## config.mk

```make
export PLATFORM = sky130hd
export DESIGN_NAME = rammodel_frontend
export DESIGN_NICKNAME = d
export VERILOG_FILES = /design/src/hw/rammodel_pkg.sv /design/src/hw/rammodel_frontend.sv /design/src/hw/rammodel_tm_fixed.sv /design/src/hw/rammodel_tracker.sv /design/src/hw/ready_valid_fork.sv
export SDC_FILE = /design/constraint.sdc
export NUM_CORES = 1
export LEC_CHECK = 0
export BUFFER_PORTS_ARGS = -buffer_cell sky130_fd_sc_hd__buf_2
export CAP_MARGIN = 20
export CORE_AREA = 4 4 215 196
export CTS_BUF_LIST = sky130_fd_sc_hd__clkbuf_16
export DETAILED_ROUTE_END_ITERATION = 7
export DIE_AREA = 0 0 219 200
export PLACE_DENSITY = 0.79
export SLEW_MARGIN = 10
export SYNTH_ARGS = -nofsm -noshare
export SYNTH_HDL_FRONTEND = slang
export SYNTH_SLANG_ARGS = --single-unit
```

## constraint.sdc

```tcl
create_clock -name clk -period 6.4 [get_ports clk]
set_input_delay 0.32 -clock clk [delete_from_list [all_inputs] [get_ports clk]]
set_output_delay 0.32 -clock clk [all_outputs]
set_load 0.02 [all_outputs]
```

## src/hw/rammodel_pkg.sv

```systemverilog
package rammodel_pkg;

    localparam int ADDR_W = 16;
    localparam int DATA_W = 32;
    localparam int ID_W   = 4;

    typedef logic [ADDR_W-1:0]   addr_t;
    typedef logic [DATA_W-1:0]   data_t;
    typedef logic [DATA_W/8-1:0] strb_t;
    typedef logic [ID_W-1:0]     id_t;
    typedef logic [7:0]          len_t;   // Beats minus one

    // Shared by AW and AR
    typedef struct packed {
        id_t        id;
        addr_t      addr;
        len_t       len;
        logic [2:0] size;
        logic [1:0] burst;
    } axi_ax_t;

    typedef struct packed {
        data_t data;
        strb_t strb;
        logic  last;
    } axi_w_t;

    typedef struct packed {
        id_t        id;
        logic [1:0] resp;
    } axi_b_t;

    typedef struct packed {
        id_t        id;
        data_t      data;
        logic [1:0] resp;
        logic       last;
    } axi_r_t;

    // Address request to the RAM backend
    typedef struct packed {
        logic    write;
        axi_ax_t ax;
    } mem_areq_t;

    typedef axi_w_t mem_wreq_t;

    localparam logic [1:0] RESP_OKAY = 2'b00;

endpackage
```

## src/hw/rammodel_frontend.sv

```systemverilog
module rammodel_frontend #(
    parameter int MAX_INFLIGHT = 8,
    parameter int R_DELAY      = 25,
    parameter int W_DELAY      = 3
) (
    input  logic                    clk,
    input  logic                    rst_n,
    input  logic                    aw_valid,
    output logic                    aw_ready,
    input  rammodel_pkg::axi_ax_t   aw,
    input  logic                    w_valid,
    output logic                    w_ready,
    input  rammodel_pkg::axi_w_t    w,
    input  logic                    ar_valid,
    output logic                    ar_ready,
    input  rammodel_pkg::axi_ax_t   ar,
    output logic                    b_valid,
    input  logic                    b_ready,
    output rammodel_pkg::axi_b_t    b,
    output logic                    r_valid,
    input  logic                    r_ready,
    output rammodel_pkg::axi_r_t    r,
    output logic                    areq_valid,
    output rammodel_pkg::mem_areq_t areq,
    output logic                    wreq_valid,
    output rammodel_pkg::mem_wreq_t wreq,
    output logic                    rreq_valid,
    output rammodel_pkg::id_t       rreq_id,
    input  rammodel_pkg::data_t     rreq_data,
    input  logic                    rreq_last
);
    import rammodel_pkg::*;

    logic trk_aw_valid, trk_aw_ready, tm_aw_valid, tm_aw_ready;
    logic trk_w_valid, trk_w_ready, tm_w_valid, tm_w_ready;
    logic trk_ar_valid, trk_ar_ready, tm_ar_valid, tm_ar_ready;
    logic trk_b_valid, trk_b_ready, tm_b_valid, tm_b_ready;
    logic trk_r_valid, trk_r_ready, tm_r_valid, tm_r_ready;
    id_t  tm_b_id, tm_r_id;

    // Requests go to both the tracker and the timing model
    ready_valid_fork #(.BRANCHES(2)) u_fork_aw (
        .clk, .rst_n, .s_valid(aw_valid), .s_ready(aw_ready),
        .m_valid({tm_aw_valid, trk_aw_valid}), .m_ready({tm_aw_ready, trk_aw_ready})
    );
    ready_valid_fork #(.BRANCHES(2)) u_fork_w (
        .clk, .rst_n, .s_valid(w_valid), .s_ready(w_ready),
        .m_valid({tm_w_valid, trk_w_valid}), .m_ready({tm_w_ready, trk_w_ready})
    );
    ready_valid_fork #(.BRANCHES(2)) u_fork_ar (
        .clk, .rst_n, .s_valid(ar_valid), .s_ready(ar_ready),
        .m_valid({tm_ar_valid, trk_ar_valid}), .m_ready({tm_ar_ready, trk_ar_ready})
    );

    rammodel_tracker #(.MAX_INFLIGHT(MAX_INFLIGHT)) u_tracker (
        .clk, .rst_n,
        .aw_valid   (trk_aw_valid),
        .aw_ready   (trk_aw_ready),
        .aw         (aw),
        .w_valid    (trk_w_valid),
        .w_ready    (trk_w_ready),
        .w          (w),
        .ar_valid   (trk_ar_valid),
        .ar_ready   (trk_ar_ready),
        .ar         (ar),
        .b_valid    (trk_b_valid),
        .b_ready    (trk_b_ready),
        .r_valid    (trk_r_valid),
        .r_ready    (trk_r_ready),
        .r          (r),
        .areq_valid, .areq, .wreq_valid, .wreq
    );

    rammodel_tm_fixed #(
        .MAX_INFLIGHT (MAX_INFLIGHT),
        .R_DELAY      (R_DELAY),
        .W_DELAY      (W_DELAY)
    ) u_timing_model (
        .clk, .rst_n,
        .ar_valid   (tm_ar_valid),
        .ar_ready   (tm_ar_ready),
        .ar         (ar),
        .aw_valid   (tm_aw_valid),
        .aw_ready   (tm_aw_ready),
        .aw         (aw),
        .w_valid    (tm_w_valid),
        .w_ready    (tm_w_ready),
        .w_last     (w.last),
        .b_valid    (tm_b_valid),
        .b_ready    (tm_b_ready),
        .b_id       (tm_b_id),
        .r_valid    (tm_r_valid),
        .r_ready    (tm_r_ready),
        .r_id       (tm_r_id)
    );

    // Responses go to the target and back to the tracker
    ready_valid_fork #(.BRANCHES(2)) u_fork_b (
        .clk, .rst_n, .s_valid(tm_b_valid), .s_ready(tm_b_ready),
        .m_valid({b_valid, trk_b_valid}), .m_ready({b_ready, trk_b_ready})
    );
    ready_valid_fork #(.BRANCHES(2)) u_fork_r (
        .clk, .rst_n, .s_valid(tm_r_valid), .s_ready(tm_r_ready),
        .m_valid({r_valid, trk_r_valid}), .m_ready({r_ready, trk_r_ready})
    );

    assign b = '{id: tm_b_id, resp: RESP_OKAY};
    assign r = '{id: tm_r_id, data: rreq_data, resp: RESP_OKAY, last: rreq_last};

    assign rreq_valid = tm_r_valid && tm_r_ready;   // Backend moves to next beat
    assign rreq_id    = tm_r_id;

endmodule

```

## src/hw/rammodel_tm_fixed.sv

```systemverilog
module rammodel_tm_fixed #(
    parameter int MAX_INFLIGHT = 8,
    parameter int R_DELAY      = 25,
    parameter int W_DELAY      = 3
) (
    input  logic                  clk,
    input  logic                  rst_n,
    input  logic                  ar_valid,
    output logic                  ar_ready,
    input  rammodel_pkg::axi_ax_t ar,
    input  logic                  aw_valid,
    output logic                  aw_ready,
    input  rammodel_pkg::axi_ax_t aw,
    input  logic                  w_valid,
    output logic                  w_ready,
    input  logic                  w_last,
    output logic                  b_valid,
    input  logic                  b_ready,
    output rammodel_pkg::id_t     b_id,
    output logic                  r_valid,
    input  logic                  r_ready,
    output rammodel_pkg::id_t     r_id
);
    import rammodel_pkg::*;

    localparam int IW = $clog2(MAX_INFLIGHT);

    typedef logic [IW-1:0] idx_t;
    typedef logic [15:0]   stamp_t;
    typedef enum logic [1:0] {r_idle, r_wait, r_burst} r_state_t;

    stamp_t now;    // Free-running cycle count

    id_t      rd_id  [MAX_INFLIGHT];
    len_t     rd_len [MAX_INFLIGHT];
    stamp_t   rd_due [MAX_INFLIGHT];
    logic [MAX_INFLIGHT-1:0] rd_vld;
    idx_t     rd_wp, rd_rp;
    len_t     r_beat;
    r_state_t r_state;
    stamp_t   rd_age;
    logic     ar_fire, r_fire, r_last;

    id_t      wr_id  [MAX_INFLIGHT];
    stamp_t   wr_due [MAX_INFLIGHT];
    logic [MAX_INFLIGHT-1:0] has_aw, has_w;
    idx_t     aw_wp, w_wp, b_rp;
    stamp_t   wr_age;
    logic     aw_fire, wl_fire, b_fire;

    function automatic idx_t nxt(idx_t p);
        return (p == idx_t'(MAX_INFLIGHT - 1)) ? '0 : p + 1'b1;
    endfunction

    assign ar_ready = !rd_vld[rd_wp];
    assign ar_fire  = ar_valid && ar_ready;
    assign rd_age   = now - rd_due[rd_rp];   // Sign bit clear once due
    assign r_valid  = rd_vld[rd_rp] && (r_state == r_burst || !rd_age[15]);
    assign r_id     = rd_id[rd_rp];
    assign r_fire   = r_valid && r_ready;
    assign r_last   = r_beat == rd_len[rd_rp];

    // W for a slot is taken only after its AW
    assign aw_ready = !has_aw[aw_wp];
    assign aw_fire  = aw_valid && aw_ready;
    assign w_ready  = has_aw[w_wp] && !has_w[w_wp];
    assign wl_fire  = w_valid && w_ready && w_last;
    assign wr_age   = now - wr_due[b_rp];
    assign b_valid  = has_w[b_rp] && !wr_age[15];
    assign b_id     = wr_id[b_rp];
    assign b_fire   = b_valid && b_ready;

    always_ff @(posedge clk or negedge rst_n) begin
        if (!rst_n) begin
            now     <= '0;
            rd_vld  <= '0;
            rd_wp   <= '0;
            rd_rp   <= '0;
            r_beat  <= '0;
            r_state <= r_idle;
        end else begin
            now <= now + 1'b1;
            if (ar_fire) begin
                rd_vld[rd_wp] <= 1'b1;
                rd_wp         <= nxt(rd_wp);
            end
            if (r_fire) begin
                r_beat  <= r_last ? '0 : r_beat + 1'b1;
                r_state <= r_last ? r_idle : r_burst;
                if (r_last) begin
                    rd_vld[rd_rp] <= 1'b0;
                    rd_rp         <= nxt(rd_rp);
                end
            end else if (r_state == r_idle && rd_vld[rd_rp]) begin
                r_state <= r_wait;
            end
        end
    end

    always_ff @(posedge clk or negedge rst_n) begin
        if (!rst_n) begin
            has_aw <= '0;
            has_w  <= '0;
            aw_wp  <= '0;
            w_wp   <= '0;
            b_rp   <= '0;
        end else begin
            if (aw_fire) begin
                has_aw[aw_wp] <= 1'b1;
                aw_wp         <= nxt(aw_wp);
            end
            if (wl_fire) begin
                has_w[w_wp] <= 1'b1;
                w_wp        <= nxt(w_wp);
            end
            if (b_fire) begin
                has_aw[b_rp] <= 1'b0;
                has_w[b_rp]  <= 1'b0;
                b_rp         <= nxt(b_rp);
            end
        end
    end

    always_ff @(posedge clk) begin
        if (ar_fire) begin
            rd_id[rd_wp]  <= ar.id;
            rd_len[rd_wp] <= ar.len;
            rd_due[rd_wp] <= now + stamp_t'(R_DELAY);
        end
        if (aw_fire) begin
            wr_id[aw_wp] <= aw.id;
        end
        if (wl_fire) begin
            wr_due[w_wp] <= now + stamp_t'(W_DELAY);
        end
    end

endmodule

```

## src/hw/rammodel_tracker.sv

```systemverilog
module rammodel_tracker #(
    parameter int MAX_INFLIGHT = 8
) (
    input  logic                    clk,
    input  logic                    rst_n,
    input  logic                    aw_valid,
    output logic                    aw_ready,
    input  rammodel_pkg::axi_ax_t   aw,
    input  logic                    w_valid,
    output logic                    w_ready,
    input  rammodel_pkg::axi_w_t    w,
    input  logic                    ar_valid,
    output logic                    ar_ready,
    input  rammodel_pkg::axi_ax_t   ar,
    input  logic                    b_valid,
    output logic                    b_ready,
    input  logic                    r_valid,
    output logic                    r_ready,
    input  rammodel_pkg::axi_r_t    r,
    output logic                    areq_valid,
    output rammodel_pkg::mem_areq_t areq,
    output logic                    wreq_valid,
    output rammodel_pkg::mem_wreq_t wreq
);
    import rammodel_pkg::*;

    typedef logic [$clog2(MAX_INFLIGHT+1)-1:0] cnt_t;

    cnt_t      rd_cnt;
    cnt_t      wr_cnt;
    cnt_t      wa_cnt;     // AW bursts still waiting for their data
    logic      aw_acc, ar_acc, w_acc;
    logic      w_done, b_done, r_done;
    logic      hold_valid;
    mem_areq_t hold;

    // The hold slot drains in one cycle, so new requests wait for it
    assign aw_ready = (wr_cnt < cnt_t'(MAX_INFLIGHT)) && !hold_valid;
    assign ar_ready = (rd_cnt < cnt_t'(MAX_INFLIGHT)) && !hold_valid;
    assign w_ready  = wa_cnt != '0;   // Backend needs the address first
    assign b_ready  = 1'b1;
    assign r_ready  = 1'b1;

    assign aw_acc = aw_valid && aw_ready;
    assign ar_acc = ar_valid && ar_ready;
    assign w_acc  = w_valid && w_ready;
    assign w_done = w_acc && w.last;
    assign b_done = b_valid && b_ready;
    assign r_done = r_valid && r_ready && r.last;

    always_ff @(posedge clk or negedge rst_n) begin
        if (!rst_n) begin
            rd_cnt <= '0;
            wr_cnt <= '0;
            wa_cnt <= '0;
        end else begin
            case ({ar_acc, r_done})
                2'b10:   rd_cnt <= rd_cnt + 1'b1;
                2'b01:   rd_cnt <= rd_cnt - 1'b1;
                default: rd_cnt <= rd_cnt;
            endcase
            case ({aw_acc, b_done})
                2'b10:   wr_cnt <= wr_cnt + 1'b1;
                2'b01:   wr_cnt <= wr_cnt - 1'b1;
                default: wr_cnt <= wr_cnt;
            endcase
            case ({aw_acc, w_done})
                2'b10:   wa_cnt <= wa_cnt + 1'b1;
                2'b01:   wa_cnt <= wa_cnt - 1'b1;
                default: wa_cnt <= wa_cnt;
            endcase
        end
    end

    // Request strobes, AW ahead of a same-cycle AR
    always_ff @(posedge clk or negedge rst_n) begin
        if (!rst_n) begin
            areq_valid <= 1'b0;
            hold_valid <= 1'b0;
            wreq_valid <= 1'b0;
        end else begin
            areq_valid <= hold_valid || aw_acc || ar_acc;
            hold_valid <= aw_acc && ar_acc;
            wreq_valid <= w_acc;
        end
    end

    always_ff @(posedge clk) begin
        if (hold_valid) begin
            areq <= hold;
        end else if (aw_acc) begin
            areq <= '{write: 1'b1, ax: aw};
        end else begin
            areq <= '{write: 1'b0, ax: ar};
        end
        hold <= '{write: 1'b0, ax: ar};
        wreq <= w;
    end

endmodule

```

## src/hw/ready_valid_fork.sv

```systemverilog
module ready_valid_fork #(
    parameter int BRANCHES = 2
) (
    input  logic                clk,
    input  logic                rst_n,
    input  logic                s_valid,
    output logic                s_ready,
    output logic [BRANCHES-1:0] m_valid,
    input  logic [BRANCHES-1:0] m_ready
);

    logic [BRANCHES-1:0] done;     // Branches that took the current item
    logic [BRANCHES-1:0] accept;

    assign m_valid = {BRANCHES{s_valid}} & ~done;
    assign accept  = done | (m_valid & m_ready);
    assign s_ready = &accept;

    always_ff @(posedge clk or negedge rst_n) begin
        if (!rst_n) begin
            done <= '0;
        end else if (s_valid) begin
            done <= s_ready ? '0 : accept;
        end
    end

endmodule

```

After elaboration in Yosys (flattened, before gate mapping)
Memory sizes are Yosys's and may differ from the RTL's. Index checks and enable logic that the tools add are counted.

Bits in registers: 194. Memory bits (writable): 384. Input port bits: 143. Output and inout port bits: 128. Logic and storage cells: 209. Memories kept: 5.

$add $sub $neg: 17. Magnitude comparators: 12. Equal/unequal tests: 13. Mux-type cells: 54. Bitwise logic cells: 28. Reduce and logical (&&, ||, !) cells: 44.

Memories: u_timing_model.rd_due (words 8, width 16, rd ports 1, clocked after memory_dff 0, write ports 1, RTL line rammodel_tm_fixed.sv:36) `stamp_t rd_due [MAX_INFLIGHT];`; u_timing_model.wr_due (words 8, width 16, rd ports 1, clocked after memory_dff 0, write ports 1, RTL line rammodel_tm_fixed.sv:45) `stamp_t wr_due [MAX_INFLIGHT];`; u_timing_model.rd_len (words 8, width 8, rd ports 1, clocked after memory_dff 0, write ports 1, RTL line rammodel_tm_fixed.sv:35) `len_t rd_len [MAX_INFLIGHT];`; u_timing_model.rd_id (words 8, width 4, rd ports 1, clocked after memory_dff 0, write ports 1, RTL line rammodel_tm_fixed.sv:34) `id_t rd_id [MAX_INFLIGHT];`; u_timing_model.wr_id (words 8, width 4, rd ports 1, clocked after memory_dff 0, write ports 1, RTL line rammodel_tm_fixed.sv:44) `id_t wr_id [MAX_INFLIGHT];`.

Operator list (number): $mux 8 (8); $mux 34 (1); $mux 33 (1); $sub 16x16->16 (2); $and 8x8->8 (3); $or 8x8->8 (3); $pmux 4 s2 (3); $logic_and 1x1->1 (23); $and 2x2->2 (10); $lt 3x4->1 const B (5); $bmux 1 s3 (6); $mux 1 (17); $add 16x1->16 const B (1); $add 16x2->16 const B (1); $add 16x5->16 const B (1); $mux 2 (8); $not 8->8 (2); $add 3x1->3 const B (5); $demux 1 s3 (5); $eq 3x3->1 const B (5); $ge 3x1->1 const B (5); $mux 3 (5); $add 4x1->4 const B (3); $reduce_and 2->1 (6); 13 further kinds (39).

Logic depth before layout (Yosys ltp)
An unclocked memory read counts as a cell.

Depth after elaboration: 11. Depth in mapped cells: 23. Depth with buffers taken out: 20.

Modules after synthesis
Synthesis repeated with hierarchy kept, for this count alone.

Cell total of the unflattened synthesis: 1615. Area, all modules: 23304.9 um^2.

Modules (own cells, without submodules): rammodel_tm_fixed (times used 1, cells each 1218, area each 18629.1 um^2, seq. area each 13157.6 um^2); rammodel_tracker (times used 1, cells each 289, area each 3807.4 um^2, seq. area each 2457.4 um^2); ready_valid_fork (times used 5, cells each 13, area each 110.1 um^2, seq. area each 50.0 um^2); rammodel_frontend (times used 1, cells each 43, area each 317.8 um^2, seq. area each 0.0 um^2).

Least setup slack after synthesis
OpenSTA, ideal clock, no wires.

Path kind: register to register. Start point: reg u_timing_model.rd_rp[1]. End point: reg u_tracker.rd_cnt[3]. Setup time: 0.125 ns. Arrival time: 5.175 ns. Data required time: 6.275 ns. Setup slack: 1.100 ns. Cell stages (with the launch flop): 24. Buffers on the path: 4. Period minus slack after synthesis: 5.300 ns. Path through: dfrtp_1 > buf_2 > buf_4 > buf_4 > buf_4 > nor3_1 > a22o_1 > a221oi_1 > and3_1 > ha_1 > a211oi_1 > o21ai_0 > nor4_1 > o31ai_4 > xnor2_1 > o21ai_1 > nor3b_1 > ha_1 > ha_1 > a21o_1 > a21oi_1 > xnor2_1 > nor2_1 > xor2_1.

Cells in the longest elaborated chain, start to end: 9. Elaborated cells between the ends (all ways): 13. Classes of those cells: add/sub: 1; eq/ne: 2; mux: 3; bitwise: 1; reduce/logical: 5; memory: 1.

RTL lines: start: declaration (RTL line rammodel_tm_fixed.sv:38) `idx_t rd_wp, rd_rp;`; start signal: assignment (RTL line rammodel_tm_fixed.sv:92) `rd_rp <= nxt(rd_rp);`; $mem_v2 8x16; $sub 16x16->16 (RTL line rammodel_tm_fixed.sv:57) `assign rd_age = now - rd_due[rd_rp];`; $logic_not 1->1 (RTL line rammodel_tm_fixed.sv:58) `assign r_valid = rd_vld[rd_rp] && (r_state == r_burst || !rd_age[15]);`; $logic_or 1x1->1 (RTL line rammodel_tm_fixed.sv:58); $logic_and 1x1->1 (*) (RTL line rammodel_tm_fixed.sv:58); $and 2x2->2 (*) (RTL line ready_valid_fork.sv:15) `assign m_valid = {BRANCHES{s_valid}} & ~done;`; $logic_and 1x1->1 (*) (RTL line rammodel_tracker.sv:49) `assign r_done = r_valid && r_ready && r.last;`; $eq 2x1->1 or $eq 2x2->1 (tied branches) (RTL line rammodel_tracker.sv:57) `case ({ar_acc, r_done})`; $pmux 4 s2 or $reduce_bool 2->1 (tied branches); end signal: assignment (RTL line rammodel_tracker.sv:58) `2'b10: rd_cnt <= rd_cnt + 1'b1;`; end signal: assignment (RTL line rammodel_tracker.sv:59) `2'b01: rd_cnt <= rd_cnt - 1'b1;`; end signal: assignment (RTL line rammodel_tracker.sv:60) `default: rd_cnt <= rd_cnt;`; end: declaration (RTL line rammodel_tracker.sv:29) `cnt_t rd_cnt;`.

Mark *: on every way between the ends. The rest lies on a longest branch, timed or not. The select of a mux whose other input is x is not followed. A chain may end at the register's enable or synchronous reset.

Final worst setup path
Start point: reg u_timing_model.rd_rp[0]. End point: reg u_tracker.rd_cnt[3].

Same word-level chain as after synthesis.

==> flow_summary.ini <==
[setup_path]
start_kind = flop
crit_fanout = 12
crit_start = u_timing_model.rd_rp[0]
worst-setup-path-type = reg -> reg
cp.required_ns = 6.88
reg2reg_from = u_timing_model.rd_rp[0]
end_kind = flop
critPathArrivalTime_ns = 6.04

[run_status]
outcome = finished, final reports clean

[placed_design]
dpl.hpwl_mm = 33.6
place.gp.congestion = 0.846
place_area_um2 = 24400
port_buffers = 202

[cells_and_area]
final_cell_area_um2 = 27200
fillers = 2501
syn_to_final_growth_pct = 18.9
antennaDiodeCount = 0
layout.nets = 2057
layout-drive-gt1-share_pct = 21.1
final_core_util_pct = 67.8

[yosys]
yosysTopAreaCell = edfxtp_1
async_flop_share_pct = 15.6
synthTopCellsByArea = edfxtp_1, dfrtp_1, dfxtp_1
synthCells = 1575
synth_top_area_share_pct = 50.4
synth_ff_type = edfxtp_1
syn_avg_cell_area_um2 = 14.5
synth.distinct_cells = 74
yosysWarningCount = 0
synth.cell_area_um2 = 22900
synth_edf_count = 384
ys_ff_latch = 578
synth-seq-area-share_pct = 69.3

[cts]
cts_setup_buffers = 0
worstSkewPairLatency_ns = 0.61
cts_max_level = 2
clk_pin_slew_ns = 0.07
clockBufferDepth = 3
post_cts_resized = 0
cts_buffers = 54
root_buffer = clkbuf_16
clkSinkCount = 578
cts-hold-fix-buffers = 103
cts_tree = done

[power]
p_per_area_nw_per_um2 = 407
p_switching_mw = 3.57
clkPwrFrac_pct = 29.6
p_leak_nw = 10.4
p_int_mw = 7.49
swShare_pct = 32.3
ir_worst_vdd_v = 0.000326
comb_power_share_pct = 26.2
pwr-share-seq_pct = 44.2

[sta]
clock_skew_ns = 0.0255
rsz0062_at_grt = false
fin_crit_ns = 5.56
tightestPinTransition_ns = 1.13
maxSlewHeadroom_pct = 24.4
fmax_ghz = 0.180
report.final.setup_viol = 0
period_share_pct = 86.8
final_hold_viol_count = 0
slew_violations = 0
tns_ns = 0

[route]
wl_mm = 60.9
vias = 15444
via_per_inst = 6.31
wl_per_cell_um = 24.9
antenna_left = 0
drt-initial-drc-count = 1741
drt_pass1_iterations = 5
drc = 0

[floorplanning]
core_um2 = 40100
ioPinCount = 271
die_w_um = 219
start_util_pct = 57.0
die_h_um = 200
die_area_um2 = 43800
num_rows = 70

[run]
cap_violations = 0

[global_routing]
antenna_found_initial = 1
grt_max_degree = 55
grt_pass1_wl_mm = 93.1
grt_usage_pct = 27.6
first_global_vias = 16306
overflow = 0

[min_path]
min_from = aw[29]
hold_path.class = in -> reg
==> registers in the layout, summed over array words and instances, names as in the netlist, 8 cells and up <==
register               count
u_timing_model.rd_due    128
u_timing_model.wr_due    128
u_timing_model.rd_len     64
u_tracker.wreq            37
u_tracker.areq            34
u_tracker.hold            33
u_timing_model.rd_id      32
u_timing_model.wr_id      32
u_timing_model.now        16
u_timing_model.has_aw      8
u_timing_model.has_w       8
u_timing_model.r_beat      8
u_timing_model.rd_vld      8
==> cells by family after synthesis <==
group,after synthesis,synth area share [%]
flops,578,69.3
simple gates,350,7.65
compound gates,314,10.4
buf+inv,160,3.49
mux,61,3.89
xor+xnor,58,2.22
fa+ha+maj,53,3.00
other cells,1,0.0164
==> path summary, 6_finish.rpt <==
path,to,slack (ns),depth (start not counted)
max,u_tracker.rd_cnt[3],0.84,20
min,u_timing_model.wr_id[7][0],0.02,1
max reg2reg,u_tracker.rd_cnt[3],0.84,20
min reg2reg,u_tracker.wreq_valid,0.45,1
max in group asynchronous,u_timing_model.r_state[1],4.99,3
min in group asynchronous,u_timing_model.has_aw[4],0.36,2
==> power by group through the flow <==
| stage | logic (mW) | registers (mW) | clock network [mW] |
|---|---|---|---|
| global placement | 2.59 | 4.88 | 0 |
| floorplan | 1.83 | 4.85 | 0 |
| CTS | 2.77 | 4.84 | 3.27 |
| finish | 2.90 | 4.88 | 3.28 |
| global route | 3.12 | 4.92 | 3.44 |
| detailed placement | 2.68 | 4.90 | 0 |
==> critical path, stage by stage (launching register included) <==
cell      delay [ns]
dfrtp_1         0.54
nand2b_1        0.19
nor2_1          0.65
buf_4           0.34
a221oi_1        0.10
and3_1          0.16
ha_1            0.29
a211oi_1        0.20
o21ai_0         0.15
nor4_1          0.62
o31ai_4         0.16
xnor2_1         0.43
o21ai_1         0.19
nor3b_1         0.24
ha_1            0.23
ha_1            0.25
a21o_1          0.17
a21oi_1         0.16
xnor2_1         0.13
nor2_1          0.07
xor2_1          0.14
==> per-stage QoR <==
step	worst slack, ns	power, mW	hold slack, ns	std cells
finish	0.844	11.1	0.0199	2446
global route	0.430	11.5	0.0183	2446
CTS	0.933	10.9	0.00859	2446
detailed placement	0.916	7.58	0.419	2242
global placement	1.17	7.47	0.416	2241
floorplan	1.10	6.68	0.0244	1578
==> final cells by class <==
| cell class | count | area, µm² | area share (%) |
|---|---|---|---|
| flip-flops and latches | 578 | 15900 | 58.3 |
| multi-input cells | 840 | 6350 | 23.3 |
| repair buffers | 349 | 2370 | 8.73 |
| clock buffers | 55 | 1380 | 5.06 |
| well taps | 540 | 676 | 2.48 |
| clock inverters | 46 | 427 | 1.57 |
| inverters | 38 | 143 | 0.524 |
==> Yosys cell counts, drive strengths merged, types with 4 or more instances <==
library cell and number:
dfxtp 104, o21ai 30, nor2 65, nand3 23, nand2b 16, nor4 6, buf 60, edfxtp 384
xnor2 36, nor3 22, a22o 33, a22oi 121, o21a 4, o32a 6, nand3b 5, dfrtp 90
mux2 27, a21oi 30, clkbuf 62, a2bb2oi 11, mux2i 15, ha 50, o211ai 4, a221oi 29
xor2 22, inv 38, mux4 19, a211oi 7, and2 8, nand2 110, or3 4, and4 4
nand4 13, nor3b 12, a21o 12, nor2b 14, and3 38
==> cells in the final DEF (no fill, tap or decap), types with 14 or more instances in the layout <==
cell,synthesis,routed
xnor2_1,36,36
xor2_1,22,22
a22o_1,33,33
nand2b_1,16,16
mux4_2,19,19
nor2_1,65,58
a21oi_1,30,30
buf_2,6,201
nand3_1,23,23
a22oi_1,121,121
and3_1,38,38
a221oi_1,29,29
mux2i_1,15,15
dfrtp_1,90,90
inv_1,37,46
ha_1,50,50
buf_4,47,45
clkinv_1,0,15
dlygate4sd3_1,0,103
nor2b_1,14,14
clkbuf_16,0,55
nand2_1,110,110
o21ai_0,28,28
edfxtp_1,384,384
mux2_2,24,24
dfxtp_1,104,104
==> routing by layer <==
metal / vias to the layer above / wire (µm) / global-route usage [%]
met2: 1050 / 29500 / 45.7
met4: 0 / 2370 / 11.7
met5: - / 0 / 0
met1: 7659 / 22800 / 36.1
li1: 6526 / - / -
met3: 209 / 6310 / 5.83
No activity file was read; power rests on OpenSTA's default activity.
